`src/conv_consts.svh`:
```
`ifndef CONV_CONSTS_SVH
`define CONV_CONSTS_SVH

// channel counts of the layer.
`define CONV_IN_CH 4
`define CONV_OUT_CH 12

// the kernel is square, so a window holds CONV_K rows of CONV_K taps.
`define CONV_K 3
`define CONV_TAPS (`CONV_K * `CONV_K)

// samples are signed integers.
`define CONV_DATA_W 16

// 36 full-scale products plus a bias need 37 bits, so 40 leaves headroom.
`define CONV_ACC_W 40

// default image geometry.
`define CONV_IMG_W 6
`define CONV_IMG_H 6

`endif
```
`src/conv_pkg.sv`:
```
`include "conv_consts.svh"

package conv_pkg;

	// one signed sample.
	typedef logic signed [`CONV_DATA_W-1:0] data_t;

	// one signed accumulator.
	typedef logic signed [`CONV_ACC_W-1:0] acc_t;

	// one pixel, indexed by input channel.
	typedef struct packed {
		data_t [`CONV_IN_CH-1:0] ch;
	} pixel_t;

	// a 3x3 window for every input channel.
	// tap 0 is the top-left sample and taps run in row-major order.
	typedef struct packed {
		data_t [`CONV_IN_CH-1:0][`CONV_TAPS-1:0] tap;
	} window_t;

	// the weights of one filter, laid out exactly like window_t.
	typedef struct packed {
		data_t [`CONV_IN_CH-1:0][`CONV_TAPS-1:0] w;
	} kernel_t;

	// the weights of all filters, indexed by output channel.
	typedef struct packed {
		kernel_t [`CONV_OUT_CH-1:0] k;
	} kernel_set_t;

	// one bias per filter.
	typedef struct packed {
		data_t [`CONV_OUT_CH-1:0] b;
	} bias_set_t;

	// raw sums of all filters before activation.
	typedef struct packed {
		acc_t [`CONV_OUT_CH-1:0] acc;
	} acc_vec_t;

	// final outputs of all filters.
	typedef struct packed {
		data_t [`CONV_OUT_CH-1:0] res;
	} result_t;

endpackage

```
`src/conv_layer_top.sv`:
```
`include "conv_consts.svh"

module conv_layer_top #(
	parameter int                    img_w   = `CONV_IMG_W,
	parameter int                    img_h   = `CONV_IMG_H,
	parameter bit                    relu_en = 1'b1,
	parameter conv_pkg::kernel_set_t weights = '0,
	parameter conv_pkg::bias_set_t   biases  = '0
) (
	input  logic              clk,
	input  logic              rst,
	input  logic              valid_in,
	input  conv_pkg::pixel_t  pixel_in,
	output logic              out_valid,
	output conv_pkg::result_t result
);
	import conv_pkg::*;

	window_t                 win;
	logic                    win_valid;
	wire acc_vec_t           acc_vec;
	wire [`CONV_OUT_CH-1:0]  acc_valid;

	conv_window #(
		.img_w(img_w),
		.img_h(img_h)
	) u_window (
		.clk(clk),
		.rst(rst),
		.valid_in(valid_in),
		.pixel_in(pixel_in),
		.win(win),
		.win_valid(win_valid)
	);

	// every filter sees the same window and differs only in its weights.
	for (genvar i = 0; i < `CONV_OUT_CH; i++) begin : g_filter
		conv_filter #(
			.weights(weights.k[i]),
			.bias(biases.b[i])
		) u_filter (
			.clk(clk),
			.rst(rst),
			.win_valid(win_valid),
			.win(win),
			.acc(acc_vec.acc[i]),
			.acc_valid(acc_valid[i])
		);
	end

	// the filters run in lock step, so the valid of filter 0 stands for all.
	conv_activation #(
		.relu_en(relu_en)
	) u_activation (
		.clk(clk),
		.rst(rst),
		.acc_valid(acc_valid[0]),
		.acc_vec(acc_vec),
		.out_valid(out_valid),
		.result(result)
	);

endmodule

```
`src/conv_activation.sv`:
```
`include "conv_consts.svh"

module conv_activation #(
	parameter bit relu_en = 1'b0
) (
	input  logic               clk,
	input  logic               rst,
	input  logic               acc_valid,
	input  conv_pkg::acc_vec_t acc_vec,
	output logic               out_valid,
	output conv_pkg::result_t  result
);
	import conv_pkg::*;

	// limits of data_t, widened to the accumulator.
	localparam data_t data_max = data_t'({1'b0, {(`CONV_DATA_W-1){1'b1}}});
	localparam data_t data_min = data_t'({1'b1, {(`CONV_DATA_W-1){1'b0}}});
	localparam acc_t  sat_max  = acc_t'(data_max);
	localparam acc_t  sat_min  = acc_t'(data_min);

	result_t clipped;

	always_comb begin
		acc_t v;
		for (int i = 0; i < `CONV_OUT_CH; i++) begin
			v = acc_vec.acc[i];
			// relu comes first, so saturation only ever meets its output.
			if (relu_en && (v < 0)) begin
				v = '0;
			end
			if (v > sat_max) begin
				clipped.res[i] = data_max;
			end else if (v < sat_min) begin
				clipped.res[i] = data_min;
			end else begin
				clipped.res[i] = data_t'(v);
			end
		end
	end

	// result keeps the last set of values until the next pulse.
	always_ff @(posedge clk) begin
		if (rst) begin
			out_valid <= 1'b0;
			result    <= '0;
		end else begin
			out_valid <= acc_valid;
			if (acc_valid) begin
				result <= clipped;
			end
		end
	end

endmodule

```
`src/conv_filter.sv`:
```
`include "conv_consts.svh"

module conv_filter #(
	parameter conv_pkg::kernel_t weights = '0,
	parameter conv_pkg::data_t   bias    = '0
) (
	input  logic              clk,
	input  logic              rst,
	input  logic              win_valid,
	input  conv_pkg::window_t win,
	output conv_pkg::acc_t    acc,
	output logic              acc_valid
);
	import conv_pkg::*;

	// a full product of two samples.
	typedef logic signed [2*`CONV_DATA_W-1:0] prod_t;

	prod_t prod_d [`CONV_IN_CH][`CONV_TAPS];
	prod_t prod_q [`CONV_IN_CH][`CONV_TAPS];
	logic  prod_valid;
	acc_t  sum;

	// both operands are widened with their sign before the multiply.
	always_comb begin
		for (int c = 0; c < `CONV_IN_CH; c++) begin
			for (int t = 0; t < `CONV_TAPS; t++) begin
				prod_d[c][t] = prod_t'(win.tap[c][t]) * prod_t'(weights.w[c][t]);
			end
		end
	end

	// stage one holds all 36 products.
	always_ff @(posedge clk) begin
		if (win_valid) begin
			prod_q <= prod_d;
		end
	end

	// the bias is the starting value of the adder tree.
	always_comb begin
		sum = acc_t'(bias);
		for (int c = 0; c < `CONV_IN_CH; c++) begin
			for (int t = 0; t < `CONV_TAPS; t++) begin
				sum = sum + acc_t'(prod_q[c][t]);
			end
		end
	end

	// stage two holds the finished sum.
	always_ff @(posedge clk) begin
		if (prod_valid) begin
			acc <= sum;
		end
	end

	// the valid runs beside the data, so a new window may enter every cycle.
	always_ff @(posedge clk) begin
		if (rst) begin
			prod_valid <= 1'b0;
			acc_valid  <= 1'b0;
		end else begin
			prod_valid <= win_valid;
			acc_valid  <= prod_valid;
		end
	end

endmodule

```
`src/conv_window.sv`:
```
`include "conv_consts.svh"

module conv_window #(
	parameter int img_w = `CONV_IMG_W,
	parameter int img_h = `CONV_IMG_H
) (
	input  logic              clk,
	input  logic              rst,
	input  logic              valid_in,
	input  conv_pkg::pixel_t  pixel_in,
	output conv_pkg::window_t win,
	output logic              win_valid
);
	import conv_pkg::*;

	localparam int col_w = (img_w > 1) ? $clog2(img_w) : 1;
	localparam int row_w = (img_h > 1) ? $clog2(img_h) : 1;

	// raster position of the pixel now on pixel_in.
	logic [col_w-1:0] col;
	logic [row_w-1:0] row;
	logic             col_last;
	logic             row_last;
	logic             in_range;

	// line_prev holds the previous row and line_prev2 the row before it.
	// both are addressed by column, so one read and one write per pixel.
	pixel_t line_prev  [img_w];
	pixel_t line_prev2 [img_w];
	pixel_t above1;
	pixel_t above2;

	// the column entering the window, top row first.
	pixel_t fresh [`CONV_K];

	assign col_last = (col == col_w'(img_w - 1));
	assign row_last = (row == row_w'(img_h - 1));

	// a full window exists only once K-1 columns and rows lie behind the pixel.
	assign in_range = (col >= col_w'(`CONV_K - 1)) && (row >= row_w'(`CONV_K - 1));

	always_ff @(posedge clk) begin
		if (rst) begin
			col       <= '0;
			row       <= '0;
			win_valid <= 1'b0;
		end else begin
			win_valid <= valid_in && in_range;
			if (valid_in) begin
				if (col_last) begin
					col <= '0;
					// the next frame starts right after the last pixel.
					if (row_last) begin
						row <= '0;
					end else begin
						row <= row + 1'b1;
					end
				end else begin
					col <= col + 1'b1;
				end
			end
		end
	end

	assign above1 = line_prev[col];
	assign above2 = line_prev2[col];

	// each line buffer entry ages by one row whenever its column is visited.
	always_ff @(posedge clk) begin
		if (valid_in) begin
			line_prev[col]  <= pixel_in;
			line_prev2[col] <= above1;
		end
	end

	always_comb begin
		fresh[0] = above2;
		fresh[1] = above1;
		fresh[2] = pixel_in;
	end

	// the window register is a 3x3 shift register per channel.
	// on every pixel each row moves one tap left and the fresh column
	// enters on the right, so it always ends at the last pixel taken.
	always_ff @(posedge clk) begin
		if (valid_in) begin
			for (int c = 0; c < `CONV_IN_CH; c++) begin
				for (int r = 0; r < `CONV_K; r++) begin
					for (int k = 0; k < `CONV_K - 1; k++) begin
						win.tap[c][r*`CONV_K + k] <= win.tap[c][r*`CONV_K + k + 1];
					end
					win.tap[c][r*`CONV_K + `CONV_K - 1] <= fresh[r].ch[c];
				end
			end
		end
	end

endmodule

```
`config.mk`:
```
export PLATFORM = sky130hd
export DESIGN_NAME = conv_layer_top
export DESIGN_NICKNAME = d
export VERILOG_FILES = /design/src/conv_pkg.sv /design/src/conv_layer_top.sv /design/src/conv_activation.sv /design/src/conv_filter.sv /design/src/conv_window.sv
export VERILOG_INCLUDE_DIRS = /design/src
export SDC_FILE = /design/constraint.sdc
export NUM_CORES = 1
export LEC_CHECK = 0
export BUFFER_PORTS_ARGS = -buffer_cell sky130_fd_sc_hd__buf_4
export CAP_MARGIN = 20
export CORE_AREA = 2 2 100 102
export CTS_CLUSTER_DIAMETER = 150
export DETAILED_ROUTE_END_ITERATION = 12
export DIE_AREA = 0 0 102 104
export GPL_TIMING_DRIVEN = 0
export PLACE_DENSITY = 0.55
export SLEW_MARGIN = 40
export SYNTH_ARGS = -nofsm -noshare
export SYNTH_HDL_FRONTEND = slang
export SYNTH_SLANG_ARGS = --single-unit
export TNS_END_PERCENT = 30
```
`constraint.sdc`:
```
create_clock -name clk -period 2.3 [get_ports clk]
set_input_delay 0.23 -clock clk [delete_from_list [all_inputs] [get_ports clk]]
set_output_delay 0.23 -clock clk [all_outputs]
set_load 0.005 [all_outputs]
```
==> impl_metrics.py, run 1 <==
metrics = {
    "run_status": {
        "status": "finished, final reports clean",
    },
    "clock_tree": {
        "post_cts_buffers": 0,
        "cts_buffers": 3,
        "insertion_delay_ns": 0.23,
        "cts_num_sinks": 10,
        "h-tree-depth": 1,
        "ctsLongestPathBuffers": 2,
        "clock-root-buffer": "clkbuf_8",
        "cts_tree": "done",
        "cts_hold_buf": 0,
        "post_cts_resized": 0,
        "cts.clk_slew.worst_paths_ns": 0.04,
    },
    "drt": {
        "remaining_drc_errors": 0,
        "vias": 1314,
        "ant_nets": 0,
        "vias_per_cell": 2.35,
        "drtIter0Drc": 5,
        "wire_per_inst_um": 4.68,
        "firstDrtPassIters": 4,
        "routed_wl_mm": 2.62,
    },
    "yosys": {
        "yosysSeqAreaShare_pct": 11.1,
        "syn_area_mm2": 0.00180,
        "syn_inst": 230,
        "synthTopCellsByArea": "buf_4 80%, dfxtp_1 11%, nand4b_1 1.5%",
        "yosys_warnings": 0,
        "syn_avg_cell_area_um2": 7.83,
        "yosysUniqueCellTypes": 16,
        "yosysTopAreaCellShare_pct": 80.1,
        "synth_area_leader_cell": "buf_4",
        "synth-seq-cells": 10,
    },
    "sta": {
        "rsz0062_at_grt": "false",
        "setup_violations": 0,
        "maxSlewViolCount": 0,
        "holdWs_ns": 0.291,
        "fmax_ghz": 1.03,
        "finalClockSkew_ns": 0.00255,
        "worst_slack_ns": 1.33,
        "finalCriticalPeriod_ns": 0.970,
        "fin_crit_sh_pct": 42.2,
        "final_hold_viol_count": 0,
        "totalNegativeSetupSlack_ns": 0,
    },
    "worst_setup_path": {
        "crit_fanout": 5,
        "arrival_ns": 1.13,
        "startpoint_type": "register",
        "rr_worst_depth": 3,
        "criticalPathCategory": "reg2reg",
        "crit_chain": "and4b_1 -> nand4b_1 -> a21oi_1",
        "end_kind": "register",
        "slowest_delay_ns": 0.39,
        "cp.required_ns": 2.46,
        "critPathSlowestCell": "dfxtp_1",
    },
    "job": {
        "cap_violations": 0,
    },
    "global_routing": {
        "grt-ovfl-total": 0,
        "grt_pass1_wl_mm": 3.62,
        "grt_max_degree": 11,
        "antenna_found_initial": 0,
        "grt_pass1_vias": 939,
        "grt_use_total_pct": 4.06,
    },
    "cells_and_area": {
        "syn_to_final_growth_pct": 52.2,
        "nets": 495,
        "antenna_cells": 0,
        "drive_above_1_share_pct": 46.2,
        "fin_util_pct": 28.7,
        "layout.cells.non_filler": 559,
    },
    "power": {
        "ir_drop_v": 0.000180,
        "power_frac_seq_pct": 26.1,
        "powerDensity_mw_per_mm2": 254,
        "combPwrFrac_pct": 48.6,
        "p_leak_nw": 1.82,
        "swShare_pct": 27.8,
        "p_int_w": 0.000502,
        "p_sw_w": 0.000194,
        "p_clk_share_pct": 25.3,
    },
    "place": {
        "gp_congestion": 0.601,
        "io_buffers": 2,
        "placedCellCount": 556,
        "dpl.hpwl_mm": 2.56,
        "place_ws_ns": 1.33,
    },
    "worst_hold_path": {
        "worstHoldPathCells": 3,
        "hp-class": "in2reg",
    },
    "die": {
        "fp.coreArea_mm2": 0.00955,
        "fp.dieW_um": 102,
        "die_area_mm2": 0.0106,
        "dieHeight_um": 104,
        "io_pins": 260,
        "initial_utilization_pct": 18.9,
        "rows": 36,
    },
}
## through the flow
stage                     instance area (um^2)  total power, W
after detailed placement                  2700        0.000504
final                                     2740        0.000696
after floorplan                           2520        0.000499
after global placement                    2700        0.000503
after global routing                      2740        0.000751
after CTS                                 2740        0.000682
## sequential cells by signal (all words and copies together), names as in the netlist
register / count
u_activation.out_valid: 1
u_window.row: 3
g_filter.u_filter.prod_valid: 1
u_window.col: 3
u_window.win_valid: 1
g_filter.u_filter.acc_valid: 1
## worst max-delay path: cells and delay by family (launching register included)
family	cells	cell delay [ns]
DFF	1	0.39
and+or+nand+nor	2	0.38
AOI/OAI and AO/OA	1	0.13
## final timing paths
kind,start,endpoint,slack [ns]
worst max-delay path,u_window.col[0]$_SDFFE_PP0P_,u_window.row[2]$_SDFFE_PP0P_,1.33
worst min-delay path,valid_in,u_window.col[0]$_SDFFE_PP0P_,0.29
worst max register to register,u_window.col[0]$_SDFFE_PP0P_,u_window.row[2]$_SDFFE_PP0P_,1.33
worst min register to register,u_window.win_valid$_SDFF_PP0_,g_filter[8].u_filter.prod_valid$_SDFF_PP0_,0.43
## layer usage
| metal | vias to the layer above | wire [um] | global-route usage (%) |
|---|---|---|---|
| li1 | 714 | - | - |
| met1 | 481 | 761 | 3.57 |
| met2 | 117 | 1320 | 7.75 |
| met3 | 2 | 508 | 1.14 |
| met4 | 0 | 25 | 2.57 |
| met5 | - | 0 | 0 |
## cell families (layout without fill, tap and decap cells)
| group | count (synthesis) | after routing | share of synthesized area [%] |
|---|---|---|---|
| buffers and inverters | 194 | 199 | 80.5 |
| AND/OR/NAND/NOR | 17 | 17 | 5.49 |
| flip-flops | 10 | 10 | 11.1 |
| AO/OA/AOI/OAI | 6 | 6 | 1.67 |
| other | 1 | 192 | 0.208 |
| XOR/XNOR | 1 | 1 | 0.487 |
| multiplexers | 1 | 1 | 0.556 |
## synth_stat cells, drive strengths merged
library cell  number
nand2              4
inv                1
and4b              1
mux2i              1
xnor2              1
conb               1
a21oi              4
nand3              1
nor4b              1
o21ai              2
dfxtp             10
clkbuf             1
buf              192
nor2b              3
nand4b             3
nor2               4
## layout by cell type (no fill, tap or decap)
| master | count |
|---|---|
| buf_4 | 194 |
| a21oi_1 | 4 |
| nor2b_1 | 3 |
| xnor2_1 | 1 |
| mux2i_1 | 1 |
| inv_1 | 1 |
| clkbuf_1 | 1 |
| and4b_1 | 1 |
| o21ai_0 | 2 |
| nand4b_1 | 3 |
| conb_1 | 192 |
| nor2_1 | 4 |
| nor4b_1 | 1 |
| nand2_1 | 4 |
| dfxtp_1 | 10 |
| clkbuf_8 | 3 |
| nand3_1 | 1 |
## power by group through the flow
stage / combinational [W] / clock, W / sequential (W)
2_1_floorplan: 0.000315 / 0 / 0.000184
3_3_place_gp: 0.000319 / 0 / 0.000184
3_5_place_dp: 0.000319 / 0 / 0.000185
4_1_cts: 0.000319 / 0.000182 / 0.000181
5_1_grt: 0.000378 / 0.000191 / 0.000182
6_report: 0.000338 / 0.000176 / 0.000182
## cell type report
class / instances / area [um^2]
buffer: 193 / 1450
clock buffer: 3 / 41.3
fill: 1059 / 6810
inverter: 1 / 3.75
multi-input combinational: 217 / 868
sequential: 10 / 200
tap: 133 / 166
timing repair buffer: 2 / 15.0
Note: power is estimated with default switching activity, not from simulation.
==> inputs of run 2 (changes only) <==
--- a/config.mk
+++ b/config.mk
@@ -8,10 +8,10 @@
 export LEC_CHECK = 0
 export BUFFER_PORTS_ARGS = -buffer_cell sky130_fd_sc_hd__buf_4
 export CAP_MARGIN = 20
-export CORE_AREA = 2 2 100 102
+export CORE_AREA = 2 2 102 104
 export CTS_CLUSTER_DIAMETER = 150
 export DETAILED_ROUTE_END_ITERATION = 12
-export DIE_AREA = 0 0 102 104
+export DIE_AREA = 0 0 104 106
 export GPL_TIMING_DRIVEN = 0
 export PLACE_DENSITY = 0.55
 export SLEW_MARGIN = 40
==> constraint.sdc (replaced) <==
create_clock -name clk -period 0.8 [get_ports clk]
set_input_delay 0.08 -clock clk [delete_from_list [all_inputs] [get_ports clk]]
set_output_delay 0.08 -clock clk [all_outputs]
set_load 0.005 [all_outputs]
==> impl_metrics.py, run 2 (synthesized netlist as in run 1, its figures left out) <==
metrics = {
    "cells_and_area": {
        "top_regs": "u_window.col x3, u_window.row x3",
        "nets": 496,
        "antenna_cells": 0,
        "syn_to_final_growth_pct": 54.6,
        "drive_above_1_share_pct": 48.1,
        "layout_commonest_cell": "buf_4",
        "most-common-layout-cells": "195 x buf_4, 192 x conb_1, 7 x dfxtp_1",
        "fin_area_mm2": 0.00278,
        "fin_util_pct": 27.8,
    },
    "sta": {
        "worst_slack_ns": -0.147,
        "rsz0062_at_grt": "true",
        "totalNegativeSetupSlack_ns": -0.413,
        "finalClockSkew_ns": 0.00841,
        "final_hold_viol_count": 0,
        "setup_violations": 4,
        "finalCriticalPeriod_ns": 0.947,
        "fin_crit_sh_pct": 118,
        "maxSlewViolCount": 0,
        "fmax_ghz": 1.06,
    },
    "worst_setup_path": {
        "slowest_delay_ns": 0.33,
        "cp.required_ns": 0.91,
        "crit_buf_inv": 0,
        "arrival_ns": 1.06,
        "crit_chain": "nand4b_1 -> o21ai_1 -> a21oi_1",
        "cp_top_family": "flip-flops",
        "critPathSlowestCell": "dfxtp_2",
        "startpoint_type": "register",
        "criticalPathCategory": "reg2reg",
        "crit_fanout": 4,
        "end_kind": "register",
    },
    "die": {
        "rows": 37,
        "dieHeight_um": 106,
        "fp.coreArea_mm2": 0.0100,
        "io_pins": 260,
        "die_area_mm2": 0.0110,
        "fp.dieW_um": 104,
        "initial_utilization_pct": 18.0,
    },
    "drt": {
        "drt-met1-wl_um": 818,
        "top_layer": "met4",
        "wire_per_inst_um": 4.75,
        "wl_met3_um": 497,
        "vias": 1278,
        "vias_per_cell": 2.27,
        "remaining_drc_errors": 0,
        "wl_met2_mm": 1.31,
        "ant_nets": 0,
        "routed_wl_mm": 2.68,
        "drtIter0Drc": 2,
        "firstDrtPassIters": 4,
    },
    "place": {
        "io_buffers": 2,
        "gp_congestion": 0.631,
        "dpl.hpwl_mm": 2.54,
        "dpl_cell_area_mm2": 0.00270,
    },
    "global_routing": {
        "grt_use_total_pct": 3.97,
        "grt_pass1_wl_mm": 3.67,
        "grt-ovfl-total": 0,
        "grt_max_degree": 11,
        "grt_pass1_vias": 925,
        "antenna_found_initial": 0,
    },
    "worst_hold_path": {
        "hp-class": "in2reg",
    },
    "clock_tree": {
        "cts_num_sinks": 10,
        "clock-root-buffer": "clkbuf_8",
        "h-tree-depth": 1,
        "cts_buffers": 3,
        "cts.clk_slew.worst_paths_ns": 0.05,
        "ctsLongestPathBuffers": 2,
        "cts_tree": "done",
        "insertion_delay_ns": 0.24,
    },
    "power": {
        "combPwrFrac_pct": 45.7,
        "p_leak_nw": 1.84,
        "ir_drop_v": 0.000472,
        "power_frac_seq_pct": 24.4,
        "p_sw_w": 0.000593,
        "swShare_pct": 27.6,
        "p_int_w": 0.00156,
        "p_clk_share_pct": 29.9,
        "powerDensity_mw_per_mm2": 772,
    },
    "run_status": {
        "status": "finished, violations left",
        "violations": "setup timing",
    },
    "job": {
        "cap_violations": 0,
    },
}
-- run 2: tightest hold or removal path, delay by kind of cell --
family                 cells  cell delay, ns
XOR/XNOR                   1            0.07
AND/OR/NAND/NOR            1            0.07
buffers and inverters      1            0.12
-- run 2: per-stage QoR --
stage	hold slack (ns)	worst slack [ns]	instances	power, W
2_1_floorplan	0.227	-0.0561	421	0.00143
5_1_grt	0.168	-0.197	564	0.00229
3_5_place_dp	0.378	-0.147	559	0.00145
6_report	0.136	-0.147	564	0.00215
3_3_place_gp	0.366	-0.112	559	0.00145
4_1_cts	0.131	-0.130	564	0.00209
-- run 2: power groups by stage --
stage	combinational (W)	sequential, W	clock, W
finish	0.000982	0.000524	0.000644
global route	0.00109	0.000526	0.000677
CTS	0.000925	0.000523	0.000643
detailed placement	0.000918	0.000532	0
global placement	0.000916	0.000531	0
floorplan	0.000905	0.000530	0
-- run 2: worst paths after layout --
check	slack (ns)	start	end	depth (start not counted)
setup / recovery	-0.15	u_window.col[1]$_SDFFE_PP0P_	u_window.row[1]$_SDFFE_PP0P_	3
hold / removal	0.14	valid_in	u_window.col[0]$_SDFFE_PP0P_	3
setup reg to reg	-0.15	u_window.col[1]$_SDFFE_PP0P_	u_window.row[1]$_SDFFE_PP0P_	3
hold reg to reg	0.43	g_filter[8].u_filter.prod_valid$_SDFF_PP0_	g_filter[0].u_filter.acc_valid$_SDFF_PP0_	1
-- run 2: cell type report --
cell class	instances	area (um^2)
well taps	136	170
clock buffers	4	55.1
inverters	1	3.75
multi-input cells	217	881
flip-flops and latches	10	206
fillers	1115	7220
plain buffers	193	1450
repair buffers	3	22.5
-- run 2: what timing repair did --
item / CTS / global route
buffers inserted: 1 / 0
resized for setup: 5 / 4
setup endpoints to repair: 5 / 6
endpoints found under the hold margin: 0 / 0
pin swaps: 5 / 4
hold buffers: 0 / 0
-- run 2: layer usage --
metal	track usage, %	vias to the layer above
met5	0	-
met4	2.61	0
li1	-	716
met2	7.71	113
met3	1.78	5
met1	3.18	444
==> inputs of run 3 (changes only) <==
--- a/config.mk
+++ b/config.mk
@@ -14,6 +14,7 @@
 export DIE_AREA = 0 0 104 106
 export GPL_TIMING_DRIVEN = 0
 export PLACE_DENSITY = 0.55
+export SKIP_CTS_REPAIR_TIMING = 1
 export SLEW_MARGIN = 40
 export SYNTH_ARGS = -nofsm -noshare
 export SYNTH_HDL_FRONTEND = slang
==> impl_metrics.py, run 3 (synthesized netlist as in run 1, its figures left out) <==
metrics = {
    "run_status": {
        "status": "finished, violations left",
        "violations": "setup timing",
    },
    "sta": {
        "maxSlewViolCount": 0,
        "finalCriticalPeriod_ns": 0.955,
        "finalClockSkew_ns": 0.00499,
        "rsz0062_at_grt": "true",
        "setup_violations": 3,
        "fin_crit_sh_pct": 119,
        "worst_slack_ns": -0.155,
        "fmax_ghz": 1.05,
        "final_hold_viol_count": 0,
    },
    "worst_setup_path": {
        "criticalPathCategory": "reg2reg",
        "arrival_ns": 1.06,
        "startpoint_type": "register",
        "critPathSlowestCell": "dfxtp_2",
        "cp.required_ns": 0.91,
        "slowest_delay_ns": 0.33,
        "end_kind": "register",
        "crit_fanout": 5,
        "crit_chain": "nand4b_1 -> o21ai_1 -> a21oi_1",
    },
    "cells_and_area": {
        "most-common-layout-cells": "194 x buf_4, 192 x conb_1, 7 x dfxtp_1",
        "seqCellArea_um2": 204,
        "n_fill_cell": 1111,
        "antenna_cells": 0,
        "top_regs": "u_window.col x3, u_window.row x3",
        "layout_commonest_cell": "buf_4",
        "fin_area_mm2": 0.00277,
        "drive_above_1_share_pct": 47.5,
        "layout.cells.non_filler": 563,
        "syn_to_final_growth_pct": 53.8,
        "multi_input_area_um2": 876,
        "nets": 495,
    },
    "global_routing": {
        "grt-ovfl-total": 0,
        "grt_pass1_wl_mm": 3.55,
        "grt_use_total_pct": 3.83,
        "antenna_found_initial": 0,
        "grt_pass1_vias": 910,
        "grt_max_degree": 11,
    },
    "place": {
        "placedCellCount": 559,
        "dpl.hpwl_mm": 2.54,
        "dpl_cell_area_mm2": 0.00270,
        "gp_congestion": 0.631,
        "place_ws_ns": -0.147,
        "io_buffers": 2,
    },
    "drt": {
        "firstDrtPassIters": 3,
        "remaining_drc_errors": 0,
        "ant_nets": 0,
        "routed_wl_mm": 2.62,
        "vias": 1271,
        "vias_per_cell": 2.26,
        "wire_per_inst_um": 4.65,
        "drtIter0Drc": 1,
    },
    "die": {
        "fp.coreArea_mm2": 0.0100,
        "fp.dieW_um": 104,
        "io_pins": 260,
        "dieHeight_um": 106,
        "initial_utilization_pct": 18.0,
        "die_area_mm2": 0.0110,
        "rows": 37,
    },
    "power": {
        "p_int_w": 0.00155,
        "swShare_pct": 27.2,
        "ir_drop_v": 0.000474,
        "powerDensity_mw_per_mm2": 770,
        "p_clk_share_pct": 29.8,
        "power_frac_seq_pct": 24.6,
        "combPwrFrac_pct": 45.6,
        "p_sw_w": 0.000580,
        "p_leak_nw": 1.83,
    },
    "clock_tree": {
        "clock-root-buffer": "clkbuf_8",
        "cts.clk_slew.worst_paths_ns": 0.05,
        "cts_num_sinks": 10,
        "h-tree-depth": 1,
        "insertion_delay_ns": 0.24,
        "ctsLongestPathBuffers": 2,
        "cts_tree": "done",
        "cts_buffers": 3,
    },
    "job": {
        "cap_violations": 0,
    },
    "worst_hold_path": {
        "hp-class": "in2reg",
    },
}
[run 3: cell count changes in the layout (fill, tap and decap cells not counted), sizes merged]
cell,delta
buf,-1
[run 3: metal layers]
layer / part of all wire (%) / vias up / routed length [um] / global-route usage (%)
met3: 19 / 5 / 496 / 1.78
met2: 48 / 113 / 1250 / 7.05
met5: 0 / - / 0 / 0
li1: - / 715 / - / -
met1: 31 / 438 / 809 / 3.22
met4: 2.2 / 0 / 58 / 2.80
[run 3: critical path: cells and delay by family, from the launching register on]
kind	cells	cell delay (ns)
compound gates	2	0.24
flops	1	0.33
simple gates	1	0.25
[run 3: stage by stage]
stage	setup TNS [ns]	util [%]	total power, W	hold slack (ns)
after CTS	-0.459	27.6	0.00208	0.131
after global placement	-0.287	27.0	0.00145	0.366
after global routing	-0.668	27.7	0.00228	0.170
after floorplan	-0.125	-	0.00143	0.227
after detailed placement	-0.418	27.0	0.00145	0.378
final	-0.403	27.7	0.00213	0.127
[run 3: power by group through the flow]
stage                     clock (W)  sequential, W  combinational, W
after floorplan                   0       0.000530          0.000905
after global placement            0       0.000531          0.000916
after detailed placement          0       0.000532          0.000918
after CTS                  0.000643       0.000522          0.000918
after global routing       0.000671       0.000525           0.00108
final                      0.000635       0.000524          0.000972
[run 3: area by class of cell]
type / instances / area share [%]
inverter: 1 / 0.136
tap: 136 / 6.15
buffer: 193 / 52.2
sequential: 10 / 7.37
multi-input combinational: 217 / 31.6
clock buffer: 4 / 1.99
timing repair buffer: 2 / 0.542
[run 3: path summary, 6_finish.rpt]
path | startpoint | slack, ns | to | cells past startpoint
hold reg to reg | g_filter[8].u_filter.prod_valid$_SDFF_PP0_ | 0.43 | g_filter[0].u_filter.acc_valid$_SDFF_PP0_ | 1
setup / recovery | u_window.col[1]$_SDFFE_PP0P_ | -0.16 | u_window.row[1]$_SDFFE_PP0P_ | 3
setup reg to reg | u_window.col[1]$_SDFFE_PP0P_ | -0.16 | u_window.row[1]$_SDFFE_PP0P_ | 3
hold / removal | valid_in | 0.13 | u_window.col[0]$_SDFFE_PP0P_ | 3
